File: config.mk
export PLATFORM = sky130hd
export DESIGN_NAME = decode_field_top
export DESIGN_NICKNAME = d
export VERILOG_FILES = /design/src/decode_pkg.sv /design/src/insn_if.sv /design/src/decode_if.sv /design/src/insn_buffer.sv /design/src/opcode_classifier.sv /design/src/decode_sequencer.sv /design/src/field_extractor.sv /design/src/decode_field_top.sv
export SDC_FILE = /design/constraint.sdc
export NUM_CORES = 1
export LEC_CHECK = 0
export BUFFER_PORTS_ARGS = -buffer_cell sky130_fd_sc_hd__buf_2
export CORE_MARGIN = 5
export CORE_UTILIZATION = 45
export CTS_CLUSTER_DIAMETER = 30
export DETAILED_ROUTE_END_ITERATION = 8
export PLACE_DENSITY_LB_ADDON = 0.2
export SLEW_MARGIN = 20
export SYNTH_ARGS = -nofsm -noshare
export SYNTH_HDL_FRONTEND = slang
export SYNTH_HIERARCHICAL = 1
export SYNTH_SLANG_ARGS = --single-unit
File: constraint.sdc
create_clock -name clk -period 7.3 [get_ports clk]
set_input_delay 0.365 -clock clk [delete_from_list [all_inputs] [get_ports clk]]
set_output_delay 0.365 -clock clk [all_outputs]
set_load 0.01 [all_outputs]
File: src/decode_pkg.sv
// Field decoder shared definitions
`default_nettype none

package decode_pkg;

    localparam int INSN_BYTE_W    = 8;
    localparam int MAX_INSN_BYTES = 3;  // opcode and modrm bytes only.

    typedef logic [INSN_BYTE_W-1:0] insn_byte_t;
    typedef logic [1:0]             byte_idx_t;
    typedef logic [2:0]             gpr_t;
    typedef logic [2:0]             sreg3_t;
    typedef logic [1:0]             sreg2_t;
    typedef logic [1:0]             mod_t;
    typedef logic [2:0]             rm_t;

    localparam insn_byte_t ESCAPE_OPCODE = 8'h0F;

    typedef enum logic [3:0] {
        OP_MOV,
        OP_MOV_SREG,
        OP_MOV_IMM,
        OP_PUSH,
        OP_POP,
        OP_INC,
        OP_DEC,
        OP_PUSH_SREG,
        OP_POP_SREG,
        OP_ALU,
        OP_ALU_IMM,
        OP_MOVX,
        OP_ILLEGAL
    } op_class_e;

    typedef enum logic [1:0] {W_NONE, W_B0_BIT0, W_B0_BIT3, W_B1_BIT0} w_loc_e;
    typedef enum logic [1:0] {REG_NONE, REG_B0_LOW, REG_B1_MID, REG_B2_MID} reg_loc_e;
    typedef enum logic [1:0] {SREG_NONE, SREG2_B0, SREG3_B1} sreg_loc_e;
    typedef enum logic [1:0] {MODRM_NONE, MODRM_B1, MODRM_B2} modrm_loc_e;

    // encoding matches the byte position.
    typedef enum logic [1:0] {
        ST_BYTE0 = 2'd0,
        ST_BYTE1 = 2'd1,
        ST_BYTE2 = 2'd2
    } seq_state_e;

endpackage

`default_nettype wire

File: src/insn_if.sv
// Collected instruction bytes
`timescale 1ns/1ps
`default_nettype none

interface insn_if import decode_pkg::*; ();

    insn_byte_t byte0;  // opcode or escape.
    insn_byte_t byte1;
    insn_byte_t byte2;

    modport buffer (output byte0, byte1, byte2);
    modport user   (input  byte0, byte1, byte2);

endinterface

`default_nettype wire

File: src/decode_if.sv
// Opcode classification bus
`timescale 1ns/1ps
`default_nettype none

interface decode_if import decode_pkg::*; ();

    op_class_e  op_class;
    byte_idx_t  insn_len;   // 1 to 3.
    w_loc_e     w_loc;
    reg_loc_e   reg_loc;
    sreg_loc_e  sreg_loc;
    modrm_loc_e modrm_loc;

    modport cls (output op_class, insn_len, w_loc, reg_loc, sreg_loc, modrm_loc);
    modport seq (input  insn_len);
    modport ext (input  op_class, w_loc, reg_loc, sreg_loc, modrm_loc);

endinterface

`default_nettype wire

File: src/insn_buffer.sv
// Instruction byte buffer
`timescale 1ns/1ps
`default_nettype none

module insn_buffer import decode_pkg::*; (
    input  logic       clk,
    input  logic       rst,
    input  logic       wr_en,
    input  byte_idx_t  wr_idx,
    input  insn_byte_t byte_data,
    insn_if.buffer     bytes
);

    insn_byte_t                stored [MAX_INSN_BYTES];
    insn_byte_t                view   [MAX_INSN_BYTES];
    logic [MAX_INSN_BYTES-1:0] hit;

    for (genvar i = 0; i < MAX_INSN_BYTES; i++) begin : g_slot
        assign hit[i]  = wr_en && (wr_idx == byte_idx_t'(i));
        assign view[i] = hit[i] ? byte_data : stored[i];  // bypass on write.
    end

    always_ff @(posedge clk) begin
        if (rst) begin
            for (int i = 0; i < MAX_INSN_BYTES; i++) stored[i] <= '0;
        end else begin
            for (int i = 0; i < MAX_INSN_BYTES; i++) begin
                if (hit[i]) stored[i] <= byte_data;
            end
        end
    end

    assign bytes.byte0 = view[0];
    assign bytes.byte1 = view[1];
    assign bytes.byte2 = view[2];

endmodule

`default_nettype wire

File: src/opcode_classifier.sv
// Opcode classifier
`timescale 1ns/1ps
`default_nettype none

module opcode_classifier import decode_pkg::*; (
    insn_if.user  bytes,
    decode_if.cls dec
);

    always_comb begin
        dec.op_class  = OP_ILLEGAL;
        dec.insn_len  = 2'd1;
        dec.w_loc     = W_NONE;
        dec.reg_loc   = REG_NONE;
        dec.sreg_loc  = SREG_NONE;
        dec.modrm_loc = MODRM_NONE;

        case (bytes.byte0) inside
            [8'h88:8'h8B]: begin
                dec.op_class  = OP_MOV;
                dec.insn_len  = 2'd2;
                dec.w_loc     = W_B0_BIT0;
                dec.reg_loc   = REG_B1_MID;
                dec.modrm_loc = MODRM_B1;
            end
            8'h8C, 8'h8E: begin
                dec.op_class  = OP_MOV_SREG;
                dec.insn_len  = 2'd2;
                dec.sreg_loc  = SREG3_B1;
                dec.modrm_loc = MODRM_B1;
            end
            [8'hB0:8'hBF]: begin
                dec.op_class = OP_MOV_IMM;
                dec.w_loc    = W_B0_BIT3;  // short form has w at bit 3.
                dec.reg_loc  = REG_B0_LOW;
            end
            [8'h50:8'h57]: begin
                dec.op_class = OP_PUSH;
                dec.reg_loc  = REG_B0_LOW;
            end
            [8'h58:8'h5F]: begin
                dec.op_class = OP_POP;
                dec.reg_loc  = REG_B0_LOW;
            end
            [8'h40:8'h47]: begin
                dec.op_class = OP_INC;
                dec.reg_loc  = REG_B0_LOW;
            end
            [8'h48:8'h4F]: begin
                dec.op_class = OP_DEC;
                dec.reg_loc  = REG_B0_LOW;
            end
            8'h06, 8'h0E, 8'h16, 8'h1E: begin
                dec.op_class = OP_PUSH_SREG;
                dec.sreg_loc = SREG2_B0;
            end
            8'h07, 8'h17, 8'h1F: begin
                dec.op_class = OP_POP_SREG;
                dec.sreg_loc = SREG2_B0;
            end
            [8'h00:8'h03], [8'h28:8'h2B], [8'h30:8'h33]: begin
                dec.op_class  = OP_ALU;
                dec.insn_len  = 2'd2;
                dec.w_loc     = W_B0_BIT0;
                dec.modrm_loc = MODRM_B1;
            end
            8'h80, 8'h81, 8'h83: begin
                dec.op_class  = OP_ALU_IMM;
                dec.insn_len  = 2'd2;
                dec.w_loc     = W_B0_BIT0;
                dec.modrm_loc = MODRM_B1;
            end
            ESCAPE_OPCODE: begin
                dec.insn_len = 2'd2;  // unknown second byte stays illegal.
                if (bytes.byte1 inside {8'hB6, 8'hB7, 8'hBE, 8'hBF}) begin
                    dec.op_class  = OP_MOVX;
                    dec.insn_len  = 2'd3;
                    dec.w_loc     = W_B1_BIT0;
                    dec.reg_loc   = REG_B2_MID;
                    dec.modrm_loc = MODRM_B2;
                end
            end
            default: ;
        endcase

        // only movzx/movsx runs to a third byte.
        a_len_valid: assert ((dec.insn_len != 2'd0)
                             && ((dec.insn_len == 2'd3) == (dec.op_class == OP_MOVX)));
    end

endmodule

`default_nettype wire

File: src/decode_sequencer.sv
// Byte position sequencer
`timescale 1ns/1ps
`default_nettype none

module decode_sequencer import decode_pkg::*; (
    input  logic      clk,
    input  logic      rst,
    input  logic      byte_valid,
    decode_if.seq     dec,
    output logic      wr_en,
    output byte_idx_t wr_idx,
    output logic      insn_done
);

    seq_state_e state;
    seq_state_e state_next;

    assign wr_en     = byte_valid;  // no back-pressure.
    assign wr_idx    = byte_idx_t'(state);
    assign insn_done = byte_valid && (byte_idx_t'(wr_idx + 2'd1) == dec.insn_len);

    always_comb begin
        state_next = state;
        if (insn_done) begin
            state_next = ST_BYTE0;
        end else if (byte_valid) begin
            case (state)
                ST_BYTE0: state_next = ST_BYTE1;
                ST_BYTE1: state_next = ST_BYTE2;
                default:  state_next = ST_BYTE0;
            endcase
        end
    end

    always_ff @(posedge clk) begin
        if (rst) begin
            state <= ST_BYTE0;
        end else begin
            state <= state_next;
        end
    end

    // the classifier must end every instruction by the third byte.
    a_byte2_ends: assert property (@(posedge clk) disable iff (rst)
        byte_valid && (state == ST_BYTE2) |-> insn_done);

endmodule

`default_nettype wire

File: src/field_extractor.sv
// Instruction field extractor
`timescale 1ns/1ps
`default_nettype none

module field_extractor import decode_pkg::*; (
    input  logic      clk,
    input  logic      rst,
    input  logic      insn_done,
    insn_if.user      bytes,
    decode_if.ext     dec,
    output logic      fields_valid,
    output op_class_e op_class,
    output logic      s,
    output logic      w,
    output gpr_t      gpr,
    output sreg3_t    sreg3,
    output sreg2_t    sreg2,
    output mod_t      mod,
    output rm_t       rm
);

    logic       s_d;
    logic       w_d;
    gpr_t       gpr_d;
    insn_byte_t modrm;

    assign s_d = (dec.op_class == OP_ALU_IMM) ? bytes.byte0[1] : 1'b0;

    always_comb begin
        case (dec.w_loc)
            W_B0_BIT0: w_d = bytes.byte0[0];
            W_B0_BIT3: w_d = bytes.byte0[3];
            W_B1_BIT0: w_d = bytes.byte1[0];
            default:   w_d = 1'b0;
        endcase

        case (dec.reg_loc)
            REG_B0_LOW: gpr_d = bytes.byte0[2:0];
            REG_B1_MID: gpr_d = bytes.byte1[5:3];
            REG_B2_MID: gpr_d = bytes.byte2[5:3];
            default:    gpr_d = '0;
        endcase

        case (dec.modrm_loc)
            MODRM_B1: modrm = bytes.byte1;
            MODRM_B2: modrm = bytes.byte2;
            default:  modrm = '0;  // mod and rm read zero.
        endcase
    end

    always_ff @(posedge clk) begin
        if (rst) begin
            fields_valid <= 1'b0;
            op_class     <= OP_MOV;
            s            <= 1'b0;
            w            <= 1'b0;
            gpr          <= '0;
            sreg3        <= '0;
            sreg2        <= '0;
            mod          <= '0;
            rm           <= '0;
        end else begin
            fields_valid <= insn_done;
            if (insn_done) begin
                op_class <= dec.op_class;
                s        <= s_d;
                w        <= w_d;
                gpr      <= gpr_d;
                sreg3    <= (dec.sreg_loc == SREG3_B1) ? bytes.byte1[5:3] : 3'd0;
                sreg2    <= (dec.sreg_loc == SREG2_B0) ? bytes.byte0[4:3] : 2'd0;
                mod      <= modrm[7:6];
                rm       <= modrm[2:0];
            end
        end
    end

    // back-to-back results leave no room for a modrm byte.
    a_back_to_back: assert property (@(posedge clk) disable iff (rst)
        insn_done && fields_valid |-> dec.modrm_loc == MODRM_NONE);

endmodule

`default_nettype wire

File: src/decode_field_top.sv
// Byte-serial field decoder
`timescale 1ns/1ps
`default_nettype none

module decode_field_top import decode_pkg::*; (
    input  logic       clk,
    input  logic       rst,
    input  logic       byte_valid,
    input  insn_byte_t byte_data,
    output logic       fields_valid,
    output op_class_e  op_class,
    output logic       s,
    output logic       w,
    output gpr_t       gpr,
    output sreg3_t     sreg3,
    output sreg2_t     sreg2,
    output mod_t       mod,
    output rm_t        rm
);

    logic      wr_en;
    byte_idx_t wr_idx;
    logic      insn_done;

    insn_if   insn_bus ();
    decode_if dec_bus ();

    insn_buffer u_buffer (
        .clk       (clk),
        .rst       (rst),
        .wr_en     (wr_en),
        .wr_idx    (wr_idx),
        .byte_data (byte_data),
        .bytes     (insn_bus.buffer)
    );

    opcode_classifier u_classifier (
        .bytes (insn_bus.user),
        .dec   (dec_bus.cls)
    );

    decode_sequencer u_sequencer (
        .clk        (clk),
        .rst        (rst),
        .byte_valid (byte_valid),
        .dec        (dec_bus.seq),
        .wr_en      (wr_en),
        .wr_idx     (wr_idx),
        .insn_done  (insn_done)
    );

    field_extractor u_extractor (
        .clk          (clk),
        .rst          (rst),
        .insn_done    (insn_done),
        .bytes        (insn_bus.user),
        .dec          (dec_bus.ext),
        .fields_valid (fields_valid),
        .op_class     (op_class),
        .s            (s),
        .w            (w),
        .gpr          (gpr),
        .sreg3        (sreg3),
        .sreg2        (sreg2),
        .mod          (mod),
        .rm           (rm)
    );

endmodule

`default_nettype wire

==> reports/results.txt <==
initial antenna violation count -> 0
Int Pwr -> 0.464 mW
fraction of registers with async set/reset -> 0%
worst setup path category -> flop to flop
DIE HEIGHT -> 85.2 um
post-route ant nets -> 0
Clock Tree Root -> clkbuf_8
fillers -> 490
vias -> 1865
MaxCap Viol Count -> 0
crit-path leading delay family -> simple AND/OR/NAND/NOR gates
FMAX -> 0.253 GHz
Yosys top cell by area -> edfxtp_1
Clock Pin Slew Worst Setup and Hold Paths -> 0.09 ns
die area -> 7260 um^2
final hold violations -> 0
pwr/cell area -> 252 nW/um^2
core footprint -> 5510 um^2
Rel. slew slack -> 60.6%
Max IR drop VDD -> 111 uV
CTS buffer count -> 5
Tcrit/Tclk final -> 54.2%
Worst Max-Slew Pin Slew -> 0.583 ns
GR peak layer -> met2
Die Width -> 85.2 um
WP data required -> 7.47 ns
cts repair resizes -> 0
met3 Track Usage GR -> 3.11%
Post-synth EDFFs -> 24
layout cells sized above 1 -> 29.2%
footprint of the multi-input gates -> 1270 um^2
syn nets -> 245
nets@finish -> 271
Starting Density -> 46.2%
port bufs -> 30
GRT met1 Usage -> 23.3%
Post-CTS Hold Fix Bufs -> 0
# diodes -> 0
hpwl dp -> 4300 um
Critical Path Start Type -> flop
DR DRC count -> 0
Clk network pwr share -> 21.7%
average vias per placed instance -> 5.67
Post-CTS Setup Repair Bufs -> 0
Final WS setup -> 3.34 ns
worst-skew pair later-pin latency -> 0.30 ns
worst-path cell chain -> nor3b_4, mux2_2, nor4b_1, nand3_1, nor2_1, a21oi_1, xor2_1, and3_2, inv_1, a221oi_1, nor3_1
Slowest cell on crit path -> nor4b_1
routed wire length -> 5870 um
io pins -> 31
total gr overflow -> 0
GPL Wtd Cong -> 0.832
Pins Over Slew Limit -> 0
unrepaired setup endpoints after global routing -> no
CP Capture Type -> flop
Pre-antenna DRT Iters -> 4
Reg power frac -> 45.1%
minimum clock period -> 3.96 ns
FF+latch area -> 1160 um^2
largest net degree at the start of global routing -> 34
Yosys cell types -> 53
crit path max fanout -> 17
setup violators final -> 0
register bit total from synthesis -> 46
total track usage -> 16.7%
most instantiated cells after synthesis -> 25 x mux2_2, 24 x edfxtp_1, 23 x nor2_1, 22 x dfxtp_1, 14 x nand2_1
post-synth top area share -> 28.3%
Seq/Total Area, Yosys -> 45.6%
syn avg cell area -> 11.1 um^2
total number of yosys warnings -> 6
Std-Cell Rows -> 27
most common flop cell mapped by yosys -> edfxtp_1
area grow syn2layout -> 10.0%
vias in the first global route -> 1831
Pleak -> 1.14 nW
TritonCTS clock tree -> done
Post-Syn Area -> 2540 um^2
HP Class -> flop to flop
switch share -> 34.1%
cell with the most instances after synthesis -> mux2_2
Mapped Cells -> 230
setup TNS -> 0 ns
H-Tree Depth -> 2
combinational power share -> 33.3%
Max clock buf depth -> 2
worst slack at placement -> 3.21 ns
first-pass GRT wire length -> 9540 um
Arr. time, crit path -> 4.12 ns
status -> finished clean
clk sinks -> 46
Buf/Inv on CP -> 1
main area contributors after synthesis -> edfxtp_1 28%, dfxtp_1 17%, mux2_2 11%
Psw -> 0.240 mW
DRT iter0 DRCs -> 118
Clock Skew -> 0.00640 ns
met2 Use GR -> 26.2%
DR WL/cell -> 17.8 um
CP max stage delay -> 0.57 ns
## cells by family (layout without fill, tap and decap cells)
logic type | Yosys count | in the layout | share of synthesized area (%)
AND/OR/NAND/NOR | 88 | 88 | 21.3
flip-flops | 46 | 46 | 45.6
AO/OA/AOI/OAI | 34 | 34 | 10.8
multiplexers | 34 | 34 | 14.9
buffers and inverters | 21 | 48 | 4.28
adder cells (fa/ha/maj) | 4 | 4 | 1.97
XOR/XNOR | 3 | 3 | 1.03
## sequential cells by signal (all words and copies together) (netlist names)
register	count
u_extractor/gpr	3
u_extractor/s	1
u_extractor/op_class	4
u_extractor/mod	2
u_extractor/rm	3
u_extractor/w	1
u_buffer/stored	24
u_extractor/fields_valid	1
u_extractor/sreg2	2
u_extractor/sreg3	3
u_sequencer/wr_idx	2
## final timing paths
kind                               from              endpoint  slack, ns  cells past startpoint
setup / recovery  u_sequencer/wr_idx[0]    u_extractor/gpr[0]       3.34                     11
hold reg to reg    u_extractor/sreg2[0]  u_extractor/sreg2[0]       0.46                      2
setup reg to reg  u_sequencer/wr_idx[0]    u_extractor/gpr[0]       3.34                     11
hold / removal     u_extractor/sreg2[0]  u_extractor/sreg2[0]       0.46                      2
## power groups by stage
stage | combinational [mW] | sequential [mW] | clock [mW]
floorplan | 0.176 | 0.328 | 0
global placement | 0.229 | 0.323 | 0
detailed placement | 0.231 | 0.323 | 0
CTS | 0.233 | 0.317 | 0.159
global route | 0.256 | 0.321 | 0.166
finish | 0.234 | 0.317 | 0.153
## through the flow
stage | std cells | power (mW) | area, um^2 | hold slack, ns | utilization (%)
after global placement | 321 | 0.553 | 2710 | 0.436 | 49.3
after CTS | 329 | 0.709 | 2800 | 0.468 | 50.8
final | 329 | 0.704 | 2800 | 0.465 | 50.8
after detailed placement | 321 | 0.555 | 2710 | 0.453 | 49.3
after floorplan | 230 | 0.504 | 2540 | 0.437 | -
after global routing | 329 | 0.743 | 2800 | 0.491 | 50.8
## layer usage
metal / part of all wire, % / vias up
met5: 0 / -
met4: 1.6 / 0
met3: 4.8 / 7
met2: 47 / 52
met1: 47 / 896
li1: - / 910
## layout make-up
cell class | count | share of cell area [%]
inverter | 10 | 1.34
clock inverter | 2 | 0.492
clock buffer | 6 | 2.59
timing repair buffer | 30 | 5.36
tap | 72 | 3.22
sequential | 46 | 41.5
multi-input combinational | 163 | 45.5
## worst register-to-register path: cells and delay by family (launching register included)
family | cells | cell delay, ns
xor gates and xnor gates | 1 | 0.24
buffers and inverters | 1 | 0.34
AOI/OAI and AO/OA | 2 | 0.43
and+or+nand+nor | 6 | 1.93
DFF | 1 | 0.43
muxes | 1 | 0.45
## placed cells by master, fill, tap and decap left out, drive strengths merged, types with 3 or more instances in the layout
cell	n
a22oi	5
mux2	28
dfxtp	22
buf	30
a22o	5
nand2b	4
mux2i	6
nor3	4
nor2b	4
nand2	14
ha	4
a311oi	4
and2b	3
a221oi	3
and4b	11
a21oi	8
clkbuf	6
nand3b	3
nand3	8
edfxtp	24
or3b	3
nor2	23
inv	10
Power figures use the tool's default switching activity.
